[config.mk]
export PLATFORM = sky130hd
export DESIGN_NAME = op_fetch
export DESIGN_NICKNAME = d
export VERILOG_FILES = /design/src/source/ld_pkg.sv /design/src/source/op_fetch.sv
export VERILOG_INCLUDE_DIRS = /design/src /design/src/include
export SDC_FILE = /design/constraint.sdc
export NUM_CORES = 2
export LEC_CHECK = 0
export BUFFER_PORTS_ARGS = -buffer_cell sky130_fd_sc_hd__buf_2
export CAP_MARGIN = 25
export CORE_ASPECT_RATIO = 0.5
export CORE_MARGIN = 3
export CORE_UTILIZATION = 50
export CTS_BUF_LIST = sky130_fd_sc_hd__clkbuf_4
export CTS_CLUSTER_DIAMETER = 80
export DETAILED_ROUTE_END_ITERATION = 7
export PLACE_DENSITY = 0.65
export REMOVE_ABC_BUFFERS = 1
export SLEW_MARGIN = 5
export SYNTH_ARGS = -nofsm -noshare
export SYNTH_HDL_FRONTEND = slang
export SYNTH_SLANG_ARGS = --single-unit
[constraint.sdc]
create_clock -name clk -period 4.1 [get_ports clk]
set_input_delay 0.41 -clock clk [delete_from_list [all_inputs] [get_ports clk]]
set_output_delay 0.41 -clock clk [all_outputs]
set_load 0.005 [all_outputs]
[src/include/ld_settings.svh]
// sizes for the load slice; both memory depths must be powers of two, addresses wrap at them
`ifndef LD_SETTINGS_SVH
`define LD_SETTINGS_SVH

// program memory, bytes
`define PROG_DEPTH 256
// data memory, bytes
`define DATA_DEPTH 1024

`define REG_W  32   // register width
`define ADDR_W 24   // cpu address width

`endif
[src/source/ld_pkg.sv]
// shared types of the load slice; size code 3 has no enum member and is handled as illegal
`include "ld_settings.svh"

package ld_pkg;

    // control decoder states
    typedef enum logic [2:0] {
        IDLE,
        OPC,    // opcode byte in window
        OFF8,   // offset byte + destination byte
        ADDR,   // upper absolute address bytes
        DEST,   // destination byte alone
        HALT
    } dec_state_e;

    // operand size, opcode bits 5:4
    typedef enum logic [1:0] {
        SZ_BYTE = 2'd0,
        SZ_WORD = 2'd1,
        SZ_LONG = 2'd2
    } size_e;

    typedef enum logic [1:0] {LOAD_PROG, LOAD_DATA, LOAD_REG} load_sel_e;

    typedef logic [`ADDR_W-1:0] addr_t;
    typedef logic [2:0]         reg_idx_t;

endpackage

[src/source/op_fetch.sv]
// program memory and pc; load port writes must be gated off while running, pc wraps at PROG_DEPTH
`timescale 1ns/100ps
`include "ld_settings.svh"

module op_fetch (
    input  logic               clk,
    input  logic               rst,
    input  logic               load_we,
    input  ld_pkg::load_sel_e  load_sel,
    input  logic [15:0]        load_addr,
    input  logic [31:0]        load_data,
    input  logic [1:0]         adv,       // bytes consumed by decoder
    output logic [15:0]        op         // {byte at pc+1, byte at pc}
);
    import ld_pkg::*;

    localparam int PA_W = $clog2(`PROG_DEPTH);

    logic [7:0]      pmem [`PROG_DEPTH];
    logic [PA_W-1:0] pc;
    logic [PA_W-1:0] pc_nx1;

    // byte writes from the load port
    always_ff @(posedge clk) begin
        if (load_we && load_sel == LOAD_PROG) begin
            pmem[load_addr[PA_W-1:0]] <= load_data[7:0];
        end
    end

    always_ff @(posedge clk or posedge rst) begin
        if (rst) begin
            pc <= '0;
        end else begin
            pc <= pc + PA_W'(adv);  // 0..2 per cycle
        end
    end

    assign pc_nx1 = pc + 1'b1;  // wraps with pc
    assign op     = {pmem[pc_nx1], pmem[pc]};

endmodule

======== After elaboration in Yosys (flattened, before gate mapping) ========
Memories as Yosys holds them, arrays and structs flattened.
Cells that the tools add are included.
word-level totals
  output and inout port bits .............. 16
  bits in registers ....................... 8
  memories ................................ 1
  memory bits (writable) .................. 2,048
  input port bits ......................... 55
  word-level logic and storage cells ...... 8
cells by class
  $add $sub $neg .......................... 2
  mux-type cells .......................... 2
  reductions and logical operators ........ 2
memories
  name  words  width  read ports  clocked after Yosys merged registers in  write ports  line            text
  pmem  256    8      2           0                                        1            op_fetch.sv:19  logic [7:0] pmem [`PROG_DEPTH];
operators with widths
  cell                                                           count
  8-bit by 1-bit adder with 8-bit output, second input constant  1
  8-bit by 2-bit adder with 8-bit output                         1
  2-bit zero test                                                1
  1-bit two-way mux                                              2
  1-bit logical AND                                              1

======== Logic depth before layout (Yosys ltp) ========
  word-level depth ........................ 4
  mapped depth ............................ 13

======== Least setup slack after synthesis ========
Ideal clock, no wire load.
  path type ............................... reg2out
  start point ............................. register pc[1]
  end point ............................... output port op[10]
  data required time ...................... 3.690 ns
  arrival time ............................ 3.005 ns
  cell stages (with the launch flop) ...... 10
  path slack .............................. 0.685 ns
  path buffers ............................ 4
  cells stage by stage .................... dfrtp_1 -> ha_1 -> buf_2 -> clkbuf_1 -> clkbuf_1 -> clkbuf_1 -> mux4_2 -> mux4_2 -> a221oi_1 -> o221ai_1
between the ends
  cells in the longest elaborated chain, start to end .. 2
ends and longest elaborated chain
  element                                 line            text
  start, declared                         op_fetch.sv:20  logic [PA_W-1:0] pc;
  start signal, assigned                  op_fetch.sv:34  pc <= pc + PA_W'(adv);
  8-bit by 1-bit adder with 8-bit output  op_fetch.sv:38  assign pc_nx1 = pc + 1'b1;
  memory read 256 x 8 bit                 n/a
  end, declared                           op_fetch.sv:13  output logic [15:0] op
No other way between the ends.

======== Worst setup path in the final report ========
  start point ............................. register pc[1]
  end point ............................... output port op[15]
Same word-level chain as after synthesis.

==> results.cfg <==
[timing]
setup_ws_ns = -1.005
timing.slew.headroom_pct = 19.31
period_share_pct = 124.5
count_of_final_setup_violators = 16
tns_ns = -13.97
final_max_slew_viol_count = 0
final_hold_viol_count = 0
rsz0062_at_grt = true
tightest_slew_ns = 1.210
fin_skew_ns = 0.05865
post-route-min-period_ns = 5.105
clock.fmax_ghz = 0.1959
post_route_worst_hold_slack_ns = 0.2356

[final_layout]
nNetsFinal = 5239
multi_input_gate_area_mm2 = 0.03305
storage_element_area_mm2 = 0.06172
finish.cell_count_without_fillers = 8073
finish.instance_area_mm2 = 0.1124
final.fill_count = 13440
drive_gt1_share_pct = 51.21
area_delta_synth_final_pct = 17.44

[grt]
grt_first_pass_wirelength_mm = 414.6
initial_antenna_violation_count = 6
grt_pass1_vias = 55730
maximum_number_of_pins_on_one_net_before_global_route_repair = 161
grt_overflow = 0
gr-usage-all-layers_pct = 29.82

[critical_path]
critPathMaxFanout = 20
critPathArrivalTime_ns = 4.69
cp_slowest_cell = mux4_2
worst-endpoint-required_ns = 3.69
crit_type = reg -> out
worst_r2r_endpoint = pc[6]
r2r_slack_ns = 1.90
rr_worst_depth = 8
crit_path_cell_trace = ha_4 -> buf_4 -> buf_6 -> buf_12 -> mux4_2 -> mux4_2 -> a22oi_1 -> nand2_4 -> a22oi_2 -> buf_6 -> o221ai_4 -> buf_2
timing.rr.start = pc[0]
max_stage_delay_ns = 0.53
worst_setup_path_end_kind = primary output
worst_setup_path_start_kind = flip-flop

[synth]
yosys_register_bits = 2056
synth.distinct_cells = 51
synth_async_sr_flop_share_pct = 0.3891
postSynth.topFlopCell = edfxtp_1
yosys.area.top_type = edfxtp_1
mappedNetlistArea_mm2 = 0.09575
yosysMostFrequentCell = edfxtp_1
synth.yosys.warnings = 0
synth_area_per_cell_um2 = 22.04
syn_inst = 4344
edff_count_synth = 2048
yosys-top-cells-area = edfxtp_1 64%, mux4_2 30%, nor2_1 1.1%, a22oi_1 0.62%, clkbuf_1 0.57%
seq_area_frac_synth_pct = 64.44
synth_common_cells = 2048 x edfxtp_1, 1258 x mux4_2, 272 x nor2_1
synth_top_cell_area_share_pct = 64.23

[placed_design]
gp_congestion = 0.9223
port-buffer-count = 38
placed_cells_incl_taps = 7052
post_dp_cell_area_mm2 = 0.1024
place.detailed.hpwl_mm = 179.2

[run_status]
run_status = finished, violations left
violations = setup timing

[power_and_ir_drop]
power_density_mw_per_mm2 = 807.7
static-leakage-power_nw = 36.25
finalPower_mw = 90.83
vdd.ir_drop.worst_v = 0.0007583

[clock_network]
cts_buffers = 465
ctsRootBufferMaster = clkbuf_4
clkSlewWorstSetupHoldPaths_ns = 0.08
cts_tree = done
clock_latency_at_the_later_pin_of_the_worst_skew_pair_ns = 1.28
cts-htree-levels = 5
max-clock-path-buffers = 4
clkSinkCount = 2056

[routing]
detailedRoute.firstPassIterationCount = 5
final_antenna_net_count = 0
drcViolationCount = 0
finalWirelength_mm = 293.0
routed-via-count = 55960
via_per_inst = 6.931
drt_first_iter_violations = 8224
wl_per_cell_um = 36.30

[min_path]
holdCritPathClass = in -> async

[die]
initial_utilization_pct = 50.84
floorplan.die_area_mm2 = 0.1971
num_io_pins = 71
die_w_um = 624.9
core_area_mm2 = 0.1883
die-height_um = 315.4
rows = 112

[job]
timing.max_cap.violations = 0
worst max path at each step:
stage,start,slack [ns],to,depth (start not counted)
final,pc[1],-1.00,op[15],12
after global routing,pc[1],-1.15,op[15],12
after global placement,pc[1],-0.24,op[7],11
after detailed placement,pc[1],-0.21,op[7],10
after CTS,pc[0],-1.09,op[9],12
after floorplan,pc[0],-38.33,op[14],6
per-layer routing:
metal	global-route usage [%]	vias up	share of wire, %
met1	42.53	29880	38
li1	-	21350	-
met3	10.32	577	14
met2	43.96	4143	45
met5	0	-	0.0099
met4	8.878	4	2.9
registers in the layout, indices dropped and copies added (netlist names):
signal and flops:
pmem 2048, pc 8
kinds of logic after synthesis:
kind of cell | count (synthesis) | share of synthesized area (%)
and+or+nand+nor | 434 | 1.865
adders and majority gates | 4 | 0.06012
xor gates and xnor gates | 13 | 0.1189
AOI/OAI and AO/OA | 176 | 1.406
buffers and inverters | 364 | 2.059
muxes | 1297 | 30.05
DFF | 2056 | 64.44
stage by stage:
step / util, % / setup slack [ns]
after CTS: 59.20 / -1.090
final: 59.70 / -1.005
after detailed placement: 54.35 / -0.2124
after global placement: 54.35 / -0.2442
after floorplan: - / -38.33
after global routing: 59.69 / -1.145
layout by cell type (no fill, tap or decap), drive strengths merged, types with 12 or more instances in the layout:
cell type	n
nand3	32
nand2	84
buf	673
dlygate4sd3	27
mux4	1261
bufbuf	12
a221oi	19
clkbuf	710
mux2i	34
diode	15
nor2	272
edfxtp	2048
clkinv	130
a22o	26
a22oi	79
nor2b	15
power breakdown:
| part | leakage (nW) | switching [mW] | internal, mW |
|---|---|---|---|
| combinational | 14.2 | 25.7 | 25.5 |
| sequential | 18.5 | 0.102 | 23.2 |
| clock | 3.54 | 8.39 | 8.03 |
| total | 36.2 | 34.2 | 56.7 |
layout make-up:
cell class	count	area share [%]
clock inverters	144	0.6398
well taps	2508	2.791
clock buffers	693	4.627
multi-input cells	1924	29.39
flip-flops and latches	2056	54.88
repair buffers	729	7.612
inverters	4	0.02003
diodes	15	0.03338
repair_timing:
action | 4_1_cts | 5_1_grt
gates resized for setup | 259 | 79
hold endpoints to repair | 1487 | 0
gates cloned | 36 | 10
hold buffers | 27 | 0
setup buffers | 57 | 42
pin swaps | 35 | 15
endpoints found under the setup margin | 16 | 16
worst max-delay path, delay by kind of cell, from the launching register on:
family / cells / cell delay (ns)
AOI/OAI and AO/OA: 3 / 0.69
adders and majority gates: 1 / 0.35
buffers and inverters: 5 / 0.88
DFF: 1 / 0.52
muxes: 2 / 0.87
and+or+nand+nor: 1 / 0.12
No activity file was read; power rests on OpenSTA's default activity.
