[src/include/ld_settings.svh]
// sizes for the load slice; both memory depths must be powers of two, addresses wrap at them
`ifndef LD_SETTINGS_SVH
`define LD_SETTINGS_SVH

// program memory, bytes
`define PROG_DEPTH 256
// data memory, bytes
`define DATA_DEPTH 1024

`define REG_W  32   // register width
`define ADDR_W 24   // cpu address width

`endif
[src/source/ld_pkg.sv]
// shared types of the load slice; size code 3 has no enum member and is handled as illegal
`include "ld_settings.svh"

package ld_pkg;

    // control decoder states
    typedef enum logic [2:0] {
        IDLE,
        OPC,    // opcode byte in window
        OFF8,   // offset byte + destination byte
        ADDR,   // upper absolute address bytes
        DEST,   // destination byte alone
        HALT
    } dec_state_e;

    // operand size, opcode bits 5:4
    typedef enum logic [1:0] {
        SZ_BYTE = 2'd0,
        SZ_WORD = 2'd1,
        SZ_LONG = 2'd2
    } size_e;

    typedef enum logic [1:0] {LOAD_PROG, LOAD_DATA, LOAD_REG} load_sel_e;

    typedef logic [`ADDR_W-1:0] addr_t;
    typedef logic [2:0]         reg_idx_t;

endpackage

[src/source/ld_if.sv]
// decoder to load unit and load unit to register file links; plain strobes, no back-pressure
`timescale 1ns/100ps
`include "ld_settings.svh"

interface ld_req_if;
    import ld_pkg::*;

    logic     valid;     // one cycle per load
    logic     use_base;  // add base register
    reg_idx_t base_sel;
    addr_t    offset;    // sign-extended off8 or absolute address
    size_e    size;
    reg_idx_t dst;

    modport dec (output valid, use_base, base_sel, offset, size, dst);
    modport agu (input  valid, use_base, base_sel, offset, size, dst);
endinterface


[src/source/ld_decoder.sv]
// LD R,(mem) decoder; illegal is delayed 3 cycles to sit in the write-back slot, halt lasts until rst
`timescale 1ns/100ps
`include "ld_settings.svh"

module ld_decoder (
    input  logic        clk,
    input  logic        rst,
    input  logic        run,
    input  logic [15:0] op,
    output logic [1:0]  adv,
    ld_req_if.dec       req,
    output logic        illegal,
    output logic        halted
);
    import ld_pkg::*;

    localparam logic [4:0] DST_TAG = 5'b00100;  // dest byte bits 7:3

    dec_state_e state, state_nx;
    logic [7:0] b0, b1;
    logic       is_load;
    logic       ill_now;
    logic [2:0] ill_dly;     // aligns illegal with the wb slot

    // gathered across cycles
    size_e      size_q;
    logic       sz_bad_q;    // size code 3 seen
    logic       use_base_q;
    reg_idx_t   base_q;
    addr_t      off_q;
    logic       two_left_q;  // 24-bit address, two bytes still to come

    function automatic logic dest_ok(input logic [7:0] b);
        return b[7:3] == DST_TAG;
    endfunction

    assign b0      = op[7:0];
    assign b1      = op[15:8];
    assign is_load = (b0[7:6] == 2'b10) || (b0[7:6] == 2'b11 && !b0[3]);

    always_comb begin
        state_nx     = state;
        adv          = 2'd0;
        ill_now      = 1'b0;
        req.valid    = 1'b0;
        req.use_base = use_base_q;
        req.base_sel = base_q;
        req.offset   = off_q;
        req.size     = size_q;
        req.dst      = b0[2:0];
        case (state)
            IDLE: if (run) state_nx = OPC;
            OPC: begin
                if (b0 == 8'h00) begin
                    state_nx = HALT;                       // nothing consumed
                end else if (!is_load || (b0[6] && b0[1:0] == 2'b11)) begin
                    ill_now = 1'b1;                        // skip the byte
                    adv     = 2'd1;
                end else if (!b0[6] && !b0[3]) begin
                    // (R) with no offset, dest byte already in window
                    adv          = 2'd2;
                    req.use_base = 1'b1;
                    req.base_sel = b0[2:0];
                    req.offset   = '0;
                    req.size     = size_e'(b0[5:4]);
                    req.dst      = b1[2:0];
                    if (dest_ok(b1) && b0[5:4] != 2'b11) req.valid = 1'b1;
                    else                                 ill_now   = 1'b1;
                end else if (!b0[6]) begin
                    adv      = 2'd1;                       // offset follows
                    state_nx = OFF8;
                end else begin
                    adv      = 2'd2;                       // opcode + low address byte
                    state_nx = (b0[1:0] == 2'b00) ? DEST : ADDR;
                end
            end
            OFF8: begin
                adv        = 2'd2;                         // offset + dest
                state_nx   = OPC;
                req.offset = {{(`ADDR_W-8){b0[7]}}, b0};
                req.dst    = b1[2:0];
                if (dest_ok(b1) && !sz_bad_q) req.valid = 1'b1;
                else                          ill_now   = 1'b1;
            end
            ADDR: begin
                adv      = two_left_q ? 2'd2 : 2'd1;
                state_nx = DEST;
            end
            DEST: begin
                adv      = 2'd1;
                state_nx = OPC;
                if (dest_ok(b0) && !sz_bad_q) req.valid = 1'b1;
                else                          ill_now   = 1'b1;
            end
            HALT: ;                                        // wait for rst
            default: state_nx = IDLE;
        endcase
    end

    always_ff @(posedge clk or posedge rst) begin
        if (rst) begin
            state   <= IDLE;
            ill_dly <= '0;
        end else begin
            state   <= state_nx;
            ill_dly <= {ill_dly[1:0], ill_now};
        end
    end

    // operand capture
    always_ff @(posedge clk) begin
        case (state)
            OPC: begin
                size_q     <= size_e'(b0[5:4]);
                sz_bad_q   <= b0[5:4] == 2'b11;
                use_base_q <= !b0[6];
                base_q     <= b0[2:0];
                off_q      <= addr_t'(b1);                 // low address byte
                two_left_q <= b0[1:0] == 2'b10;
            end
            ADDR: begin
                if (two_left_q) off_q[`ADDR_W-1:8] <= {b1, b0};
                else            off_q[15:8]        <= b0;
            end
            default: ;
        endcase
    end

    assign illegal = ill_dly[2];
    assign halted  = state == HALT;

endmodule

[src/flat_wrapper.sv]
// flat-port wrapper written by rule: the top's interface ports become plain ports
module ld_decoder_flat import ld_pkg::*;
  (clk, rst, run, op, adv, illegal, halted, req_valid, req_use_base, req_base_sel, req_offset, req_size, req_dst);
  ld_req_if req_i ();
  input  logic clk;
  input  logic rst;
  input  logic run;
  input  logic [15:0] op;
  output logic [1:0] adv;
  output logic illegal;
  output logic halted;
  output wire logic [$bits(req_i.valid)-1:0] req_valid;
  output wire logic [$bits(req_i.use_base)-1:0] req_use_base;
  output wire logic [$bits(req_i.base_sel)-1:0] req_base_sel;
  output wire logic [$bits(req_i.offset)-1:0] req_offset;
  output wire logic [$bits(req_i.size)-1:0] req_size;
  output wire logic [$bits(req_i.dst)-1:0] req_dst;
  assign req_valid = req_i.valid;
  assign req_use_base = req_i.use_base;
  assign req_base_sel = req_i.base_sel;
  assign req_offset = req_i.offset;
  assign req_size = req_i.size;
  assign req_dst = req_i.dst;
  ld_decoder u_core (.clk(clk), .rst(rst), .run(run), .op(op), .adv(adv), .req(req_i), .illegal(illegal), .halted(halted));
endmodule
[config.mk]
export PLATFORM = sky130hd
export DESIGN_NAME = ld_decoder_flat
export DESIGN_NICKNAME = d
export VERILOG_FILES = /design/src/source/ld_pkg.sv /design/src/source/ld_if.sv /design/src/source/ld_decoder.sv /design/src/flat_wrapper.sv
export VERILOG_INCLUDE_DIRS = /design/src /design/src/include
export SDC_FILE = /design/constraint.sdc
export NUM_CORES = 1
export LEC_CHECK = 0
export ABC_AREA = 1
export BUFFER_PORTS_ARGS = -buffer_cell sky130_fd_sc_hd__buf_2
export CAP_MARGIN = 5
export CORE_ASPECT_RATIO = 2
export CORE_MARGIN = 3
export CORE_UTILIZATION = 52
export CTS_CLUSTER_DIAMETER = 200
export DETAILED_ROUTE_END_ITERATION = 10
export PLACE_DENSITY = 0.76
export SETUP_SLACK_MARGIN = 0.05
export SLEW_MARGIN = 15
export SYNTH_ARGS = -nofsm -noshare
export SYNTH_HDL_FRONTEND = slang
export SYNTH_SLANG_ARGS = --single-unit
[constraint.sdc]
create_clock -name clk -period 3 [get_ports clk]
set_clock_uncertainty 0.2 [all_clocks]
set_input_delay 0.45 -clock clk [delete_from_list [all_inputs] [get_ports clk]]
set_output_delay 0.45 -clock clk [all_outputs]
set_load 0.02 [all_outputs]
Word level (Yosys, flattened, before mapping)
Cells that the tools add are included.
W data, S select, Z words.
{"block": "word_totals", "register_bits": 38, "latch_bits": 0, "mem_bits_rw": 0, "rom_bits": 0, "inputBits": 19, "out_inout_bits": 38, "elab_cells": 96, "n_memories": 0}
{"block": "op_classes", "n_addsub": 0, "mul": 0, "div": 0, "magnitude_cmp": 0, "eq_ne": 17, "shifts": 0, "n_mux": 49, "bitwise_logic": 1, "n_reduce_logical": 19}
{"operator": "$mux W24", "n": 3}
{"operator": "$pmux W24 S2", "n": 1}
{"operator": "$mux W3", "n": 13}
{"operator": "$pmux W16 S2", "n": 1}
{"operator": "$mux W2", "n": 9}
{"operator": "$mux W1", "n": 16}
{"operator": "$pmux W3 S5", "n": 1}
{"operator": "$eq A2 B2 Y1 const B", "n": 5}
{"operator": "$eq A5 B3 Y1 const B", "n": 2}
{"operator": "$logic_not A8 Y1", "n": 1}
{"operator": "$mux W8", "n": 1}
{"operator": "$pmux W2 S4", "n": 1}
{"operator": "$eq A3 B2 Y1 const B", "n": 2}
{"operator": "$eq A3 B3 Y1 const B", "n": 2}
{"operator": "$logic_and A1 B1 Y1", "n": 6}
{"operator": "$ne A3 B2 Y1 const B", "n": 2}
{"operator": "$pmux W1 S3", "n": 2}
{"operator": "$pmux W3 S2", "n": 1}
{"operator": "$logic_not A1 Y1", "n": 4}
{"operator": "$ne A2 B2 Y1 const B", "n": 2}
{"operator": "$reduce_and A4 Y1", "n": 1}
{"operator": "$eq A3 B1 Y1 const B", "n": 1}
{"operator": "$logic_not A3 Y1", "n": 1}
{"operator": "$logic_not A2 Y1", "n": 1}
{"operator": "6 further kinds", "n": 7}

Depth between registers and ports, before layout
Gate-level depths: netlist of run 1.
{"block": "depth", "depth_word": 8, "mapped_depth": 8, "ltp_nobuf": 8}

Worst setup path before layout of run 1
No wires, ideal clock.
{"block": "synth_path", "kind": "flip-flop to output port", "start": "register u_core.state[2]", "end": "output adv[0]", "arrival_ps": 1781, "required_ps": 2350, "setup_slack_ps": 569, "path_stages_with_launch": 6, "path_buffers": 0, "cell_sequence": "dfrtp_1 > nor2_8 > nand2_4 > inv_1 > nand2_1 > o21ai_0"}
{"block": "synth_via", "elab_chain_cells": 2, "word_cells_on_any_way": 5, "cone_classes": "eq/ne (4); mux (1)"}
{"element": "from (decl)", "line_no": "ld_decoder.sv:19", "text": "dec_state_e state, state_nx;"}
{"element": "from (signal assigned)", "line_no": "ld_decoder.sv:105", "text": "state <= state_nx;"}
{"element": "$eq A3 B3 Y1 (tied with other cells)", "line_no": "ld_decoder.sv:51", "text": "case (state)"}
{"element": "$pmux W2 S4 (*)", "line_no": "ld_decoder.sv:51"}
{"element": "to (decl)", "line_no": "flat_wrapper.sv:9", "text": "output logic [1:0] adv;"}
Every way passes the cells marked *; elsewhere a longest branch is shown, timed or not.

Worst setup path after layout of run 1
{"block": "layout_path", "start": "register u_core.state[2]", "end": "output req_dst[1]"}
{"block": "layout_via", "elab_chain_cells": 2, "word_cells_on_any_way": 3, "cone_classes": "eq/ne (2); mux (1)"}
{"element": "$eq A3 B2 Y1 or $eq A3 B1 Y1 (tied branches)", "line_no": "ld_decoder.sv:51"}
{"element": "$pmux W3 S2 (*)", "line_no": "ld_decoder.sv:51"}
{"element": "to (decl)", "line_no": "flat_wrapper.sv:17", "text": "output wire logic [$bits(req_i.dst)-1:0] req_dst;"}
Marks and branches as above.

==> metrics.txt, run 1 <==
Initial Utilization 0.5480; number of warnings reported in the yosys synthesis log 0; fraction of the yosys area taken by sequential cells 0.5502; Post CTS Setup Buffer Count 0; number of cells on the worst reg-to-reg path 5; total met3 wirelength after detailed routing 259 µm; summed negative setup slack over all endpoints 0 ns; measured slew at the worst slew-check pin 0.4160 ns; Worst-path clk slew roughly 0.070 ns; via density per instance 5.117; achievable clock frequency 367.1 MHz; register bit count reported by yosys 38; 1st-iter DRT viols 49; cell area after synthesis about 2000 µm²; post-route minimum period between 2 and 3 ns; total of buffers placed on input and output ports 56; source of the worst register-to-register timing path u_core.state[2]; required arrival time at the worst endpoint 2.35 ns; number of distinct library cells after synthesis 23; layout cells sized above 1 0.2799; drt drc 0; number of max-capacitance violations reported 0; cell area power density 1148 nW/µm²; commonest non-fill, non-tap cells in the layout nand2_1 (57), buf_2 (56), nor2_1 (35); Period Utilization, post-route 0.9081; gp weighted congestion approximately 0.95; count of final hold-check violations 0; buffers from clock root to sink, at most 2; total die area 4713 µm²; hold crit path type flip-flop to flip-flop; global-route wire length before repair a little under 8 mm; Diodes inserted 0; Post-Place Cells around 330; worst reg2reg endpoint u_core.off_q[23]; Setup crit start u_core.state[2]; outcome completed; CP Class flip-flop to output port; Met2 Routed Length between 2 and 3 mm; I/O pin count between 50 and 60; most common cell after layout, fill and taps aside nand2_1; number of cells upsized or downsized after cts 0; Root Buffer Master clkbuf_8; critical path endpoint req_dst[1]; biggest fanout along the worst timing path 37; Avg Inst Size Synth between 8 and 9 µm²; CTS tree built; drt total wl approximately 5 mm; clock insertion delay at the later pin of the skew report approximately 0.28 ns; Synth Instances around 230; H-tree lvl count 2; min setup slack post-route 0.2756 ns; Post-CTS Hold Buffers 1; number of vias after detailed routing between 1,500 and 2,000; top metal layer carrying routed signals met4; Die Width between 50 and 60 µm; Post-Route Utilization 0.6577; Worst Min Path Start u_core.ill_dly[1]; RSZ-0062 raised after global routing no; Routed wire per std cell around 15 µm; internal reg-to-reg setup slack around 1.1 ns; Rows 31; crit path capture type output port; combined global-route utilization of all metal layers 0.2251; final instance count without filler cells ~340; fin. max-slew vios 0; worst slack on hold paths 0.1610 ns; number of antenna violations at the first check in global routing 0; headroom to the max-slew limit 0.7224; relative area change from synthesis to final layout 20.01%; post-detailed-placement half-perimeter wirelength around 3.8 mm; grt total ovfl 0; Placeable Area between 3000 and 4000 µm²; sinks on the clock net 38; sum of routed wire segments on met1 ~1.7 mm; Net Count, Synth 252; critical path data arrival time between 2 and 2.5 ns; final number of setup-violating endpoints 0; leakage dissipation 1.289 nW; pin count of the biggest net entering global routing 38; overall die height between 90 and 100 µm; worst setup slack after placement ~0.42 ns; kind of launch point of the worst setup path flip-flop; worst-case vdd ir drop between 0.7 and 0.8 mV; antenna viol nets, final 0; clock buffers created by TritonCTS 5; via count of the first global-routing pass 1,683; detailed-routing iteration count for the pre-antenna-repair pass 4; number of nets in the final layout ~310
[logic make-up after synthesis]
kind of cell | share of synthesized area
simple gates | 0.2875
buf+inv | 0.08859
flops | 0.5502
compound gates | 0.07373
[worst max-delay path, cell delays in order, from the launching register on]
cell and delay, ns:
dfrtp_1 0.47, nor2_8 0.28, nand2_4 0.11, nor2_4 0.16
nand2_4 0.25, nand2_1 0.21, nand2_1 0.07, nand2_1 0.07
buf_2 0.16
[final cells by class]
cell class | count | area [µm²]
Tap cell | 49 | 61.31
Clock buffer | 5 | 68.82
Clock inverter | 3 | 16.27
Fill cell | 326 | 1261
Sequential cell | 38 | 1111
Multi-Input combinational cell | 155 | 729.5
Timing Repair Buffer | 61 | 320.3
Inverter | 31 | 116.4
[synth_stat cells]
| cell type | number | area [µm²] |
|---|---|---|
| o211ai_1 | 1 | 7.510 |
| nor2_4 | 1 | 11.26 |
| nand3_1 | 30 | 150.1 |
| edfxtp_1 | 32 | 960.9 |
| o21bai_1 | 1 | 7.510 |
| nand4_1 | 2 | 12.51 |
| nand2_1 | 57 | 214.0 |
| inv_2 | 2 | 7.510 |
| o21ai_0 | 10 | 50.05 |
| nand2_2 | 2 | 12.51 |
| clkbuf_1 | 1 | 3.750 |
| buf_2 | 5 | 25.02 |
| buf_6 | 3 | 33.78 |
| a21oi_1 | 3 | 15.01 |
| nor2_8 | 1 | 20.02 |
| a31oi_1 | 1 | 6.260 |
| nor2_1 | 35 | 131.4 |
| nor2_2 | 1 | 6.260 |
| nand2_4 | 2 | 22.52 |
| dfrtp_1 | 6 | 150.1 |
| o21ai_1 | 2 | 10.01 |
| o21ai_2 | 6 | 52.55 |
| inv_1 | 29 | 108.9 |
[registers in the layout, summed over array words and instances (netlist names)]
signal,count
u_core.ill_dly,3
u_core.size_q,2
u_core.off_q,24
u_core.base_q,3
u_core.two_left_q,1
u_core.state,3
u_core.use_base_q,1
u_core.sz_bad_q,1
[metrics by stage]
step	cell area [µm²]	total power, mW
6_report	2424	2.783
5_1_grt	2424	2.975
4_1_cts	2424	2.805
3_5_place_dp	2328	2.475
3_3_place_gp	2328	2.454
2_1_floorplan	2019	1.988
[report_power, final]
part / switching (mW) / internal (mW)
logic: 1.01 / 0.456
clock network: 0.170 / 0.159
registers: 0.0957 / 0.891
[worst min-delay path by stage]
stage                                   end  slack (ns)  cells after the start
after floorplan           u_core.ill_dly[0]        0.04                      1
after global placement    u_core.ill_dly[1]        0.14                      0
after detailed placement  u_core.ill_dly[2]        0.14                      0
after CTS                 u_core.ill_dly[1]        0.16                      0
after global routing        u_core.off_q[5]        0.17                      1
final                     u_core.ill_dly[2]        0.16                      0
[routing by layer]
metal / vias up / track usage
li1: 871 / -
met1: 785 / 0.2354
met2: 79 / 0.4094
met3: 15 / 0.02385
met4: 0 / 0.1455
met5: - / 0
No activity file was read; power rests on OpenSTA's default activity.
==> run 2, diff against run 1 <==
--- a/config.mk
+++ b/config.mk
@@ -6,15 +6,14 @@
 export SDC_FILE = /design/constraint.sdc
 export NUM_CORES = 1
 export LEC_CHECK = 0
-export ABC_AREA = 1
 export BUFFER_PORTS_ARGS = -buffer_cell sky130_fd_sc_hd__buf_2
 export CAP_MARGIN = 5
 export CORE_ASPECT_RATIO = 2
 export CORE_MARGIN = 3
-export CORE_UTILIZATION = 52
+export CORE_UTILIZATION = 55
 export CTS_CLUSTER_DIAMETER = 200
 export DETAILED_ROUTE_END_ITERATION = 10
-export PLACE_DENSITY = 0.76
+export PLACE_DENSITY = 0.8
 export SETUP_SLACK_MARGIN = 0.05
 export SLEW_MARGIN = 15
 export SYNTH_ARGS = -nofsm -noshare
==> constraint.sdc (replaced) <==
create_clock -name clk -period 3.33 [get_ports clk]
set_clock_uncertainty 0.2 [all_clocks]
set_input_delay 0.4995 -clock clk [delete_from_list [all_inputs] [get_ports clk]]
set_output_delay 0.4995 -clock clk [all_outputs]
set_load 0.02 [all_outputs]
==> run 2 against run 1 <==
  * Design area is 1.6% lower
  * Routed wire length fell by 6.4%
  * Combinational power down 34%
  * Total power shrank 21%
  * Via count fell by 8.4%
  * Sequential power is 13% lower
  * Hold slack got worse by 0.0075 ns
  * Die area decreased by 7.0%
  * Critical path depth decreased by 3
  * Largest cell class unchanged
  * Register-to-register slack improved by 0.44 ns
==> metrics.txt, run 2 <==
I/O pin count 57 (unchanged); total area of multi-input combinational cells 772.0 µm² (was 729.5 µm²); global-route wire length before repair 7.431 mm (was 7.886 mm); antenna viol nets, final 0 (unchanged); Rows 30 (was 31); RSZ-0062 raised after global routing no (unchanged); post-route minimum period roughly 3 ns; Post-Place Cells 266 (was 333); register bank with the most flops u_core.off_q (unchanged); drt total wl 4.680 mm (was 5.002 mm); count of final hold-check violations 0 (unchanged); Routed wire per std cell 17.02 µm (was 14.63 µm); number of max-capacitance violations reported 0 (unchanged); overall die height 90.65 µm (was 94.13 µm); worst-case vdd ir drop 0.5669 mV (was 0.7543 mV); Synth Instances 172 (was 233); outcome completed (unchanged); measured slew at the worst slew-check pin 0.6427 ns (was 0.4160 ns); headroom to the max-slew limit 0.5711 (was 0.7224); clock insertion delay at the later pin of the skew report 0.29 ns (was 0.28 ns); total die area 4381 µm² (was 4713 µm²); post-detailed-placement half-perimeter wirelength 3.404 mm (was 3.794 mm); biggest fanout along the worst timing path 17 (was 37); summed negative setup slack over all endpoints 0 ns (unchanged); via density per instance 5.829 (was 5.117); top cells by count, synth edfxtp_1 (32), nand2_1 (18), and3_1 (17) (was nand2_1 (57), nor2_1 (35), edfxtp_1 (32)); most area-hungry cell type in the Yosys netlist edfxtp_1 (unchanged); achievable clock frequency between 300 and 400 MHz; cell area power density 921.0 nW/µm² (was 1148 nW/µm²); clock buffers created by TritonCTS 5 (unchanged); H-tree lvl count 2 (unchanged); 1st-iter DRT viols 43 (was 49); Initial Utilization 0.5769 (was 0.5480); number of warnings reported in the yosys synthesis log 0 (unchanged); drt drc 0 (unchanged); most common cell in the synthesized netlist edfxtp_1 (was nand2_1); Final Total Pwr 2.196 mW (was 2.783 mW); Worst-path clk slew 0.08 ns (was 0.07 ns); grt total ovfl 0 (unchanged); required arrival time at the worst endpoint 2.63 ns (was 2.35 ns); top cell type's share of synthesized area 0.4876 (was 0.4758); number of nets in the final layout 245 (was 311); main area contributors after synthesis edfxtp_1 (49%), dfrtp_1 (7.6%), and3_1 (5.4%) (was edfxtp_1 (48%), nand2_1 (11%), dfrtp_1 (7.4%)); fin. max-slew vios 0 (unchanged); Die Width 48.33 µm (was 50.07 µm); max reg flops 24 (unchanged); top flip-flop cell by instance count after synthesis edfxtp_1 (unchanged); fraction of the yosys area taken by sequential cells 0.5638 (was 0.5502); register bit count reported by yosys 38 (unchanged); final number of setup-violating endpoints 0 (unchanged); most common cell after layout, fill and taps aside buf_2 (was nand2_1); gp weighted congestion 0.8589 (was 0.9476); layout cells sized above 1 0.3656 (was 0.2799); number of distinct library cells after synthesis 40 (was 23); combined global-route utilization of all metal layers 0.2211 (was 0.2251); number of cells upsized or downsized after cts 0 (unchanged); crit path capture type output port (unchanged); hold crit path type flip-flop to flip-flop (unchanged); Period Utilization, post-route 0.8948; number of enable-type register cells in the synthesized netlist 32 (unchanged); number of vias after detailed routing 1,603 (was 1,750); relative area change from synthesis to final layout 21.02% (was 20.01%); number of antenna violations at the first check in global routing 0 (unchanged); sinks on the clock net 38 (unchanged); leakage dissipation 1.152 nW (was 1.289 nW); Placeable Area 3416 µm² (was 3685 µm²); Net Count, Synth 191 (was 252); cell area after synthesis 1971 µm² (was 2019 µm²); CP Class flip-flop to output port (unchanged); Post-Route Utilization 0.6982 (was 0.6577); total of buffers placed on input and output ports 56 (unchanged); Diodes inserted 0 (unchanged); pin count of the biggest net entering global routing 31 (was 38); via count of the first global-routing pass 1,568 (was 1,683); buffers from clock root to sink, at most 2 (unchanged); detailed-routing iteration count for the pre-antenna-repair pass 5 (was 4); Post-synth ARST share 0.1579 (unchanged); final instance count without filler cells 275 (was 342); fillers 259 (was 326); Avg Inst Size Synth 11.46 µm² (was 8.667 µm²); commonest non-fill, non-tap cells in the layout buf_2 (56), edfxtp_1 (32), nand2_1 (18) (was nand2_1 (57), buf_2 (56), nor2_1 (35)); critical path data arrival time 2.28 ns (was 2.07 ns); kind of launch point of the worst setup path flip-flop (unchanged); Storage cell area 1111 µm² (unchanged); CTS tree built (unchanged); Root Buffer Master clkbuf_8 (unchanged)
==> run 2: cell types whose count changed after synthesis, moves of 10 or more <==
cell / delta
nand2_1: -39
nand3_1: -29
nor2_1: -28
inv_1: -25
and3_1: +17
a21o_1: +10
==> run 2: cell type report <==
cell class,instances,share of cell area
repair buffers,61,0.1343
flip-flops and latches,38,0.4659
well taps,48,0.02518
multi-input cells,116,0.3237
clock inverters,1,0.01259
clock buffers,7,0.03200
inverters,4,0.006296
==> run 2: through the flow <==
stage / hold WS (ns) / area, µm² / setup WS, ns
6_report: 0.1535 / 2385 / 0.3503
5_1_grt: 0.1713 / 2385 / 0.1909
4_1_cts: 0.1564 / 2385 / 0.3642
3_5_place_dp: 0.1395 / 2268 / 0.6166
3_3_place_gp: 0.1355 / 2268 / 0.6568
2_1_floorplan: 0.09046 / 1971 / 0.5813
==> run 2: path summary, 6_finish.rpt <==
| kind | start | endpoint | slack [ns] | cells past startpoint |
|---|---|---|---|---|
| setup / recovery | u_core.state[2] | req_offset[23] | 0.35 | 5 |
| hold / removal | u_core.ill_dly[0] | u_core.ill_dly[1] | 0.15 | 0 |
| setup reg to reg | u_core.state[2] | u_core.ill_dly[0] | 1.49 | 4 |
| hold reg to reg | u_core.ill_dly[0] | u_core.ill_dly[1] | 0.15 | 0 |
| max in group asynchronous | rst | u_core.state[2] | 2.27 | 3 |
| min in group asynchronous | rst | u_core.ill_dly[0] | 0.47 | 3 |
==> run 2: what timing repair did <==
action	4_1_cts	5_1_grt
endpoints found under the hold margin	6	0
hold buffers	1	0
setup buffers	0	0
==> run 2: cells by family after synthesis <==
family,after synthesis,synth area share
AND/OR/NAND/NOR,66,0.1943
multiplexers,7,0.03936
AO/OA/AOI/OAI,42,0.1537
XOR/XNOR,1,0.004445
buffers and inverters,18,0.04444
flip-flops,38,0.5638
==> run 2: critical path, stage by stage, from the launching register on <==
cell	delay [ns]
dfrtp_1	0.53
nor3b_4	0.27
nor3b_4	0.60
nor2_4	0.18
a21o_2	0.25
buf_2	0.15
==> run 2: per-layer routing <==
metal  vias to the layer above  part of all wire  global-route usage
li1                        745                 -                   -
met1                       765              0.37              0.2433
met2                        81              0.54              0.3998
met3                        12             0.066             0.04132
met4                         0             0.023              0.1045
met5                         -                 0                   0
==> run 2: power by group <==
| group | internal, mW | switching, mW | total, mW |
|---|---|---|---|
| sequential | 0.773 | 0.0834 | 0.856 |
| clock | 0.224 | 0.151 | 0.375 |
| combinational | 0.353 | 0.612 | 0.965 |
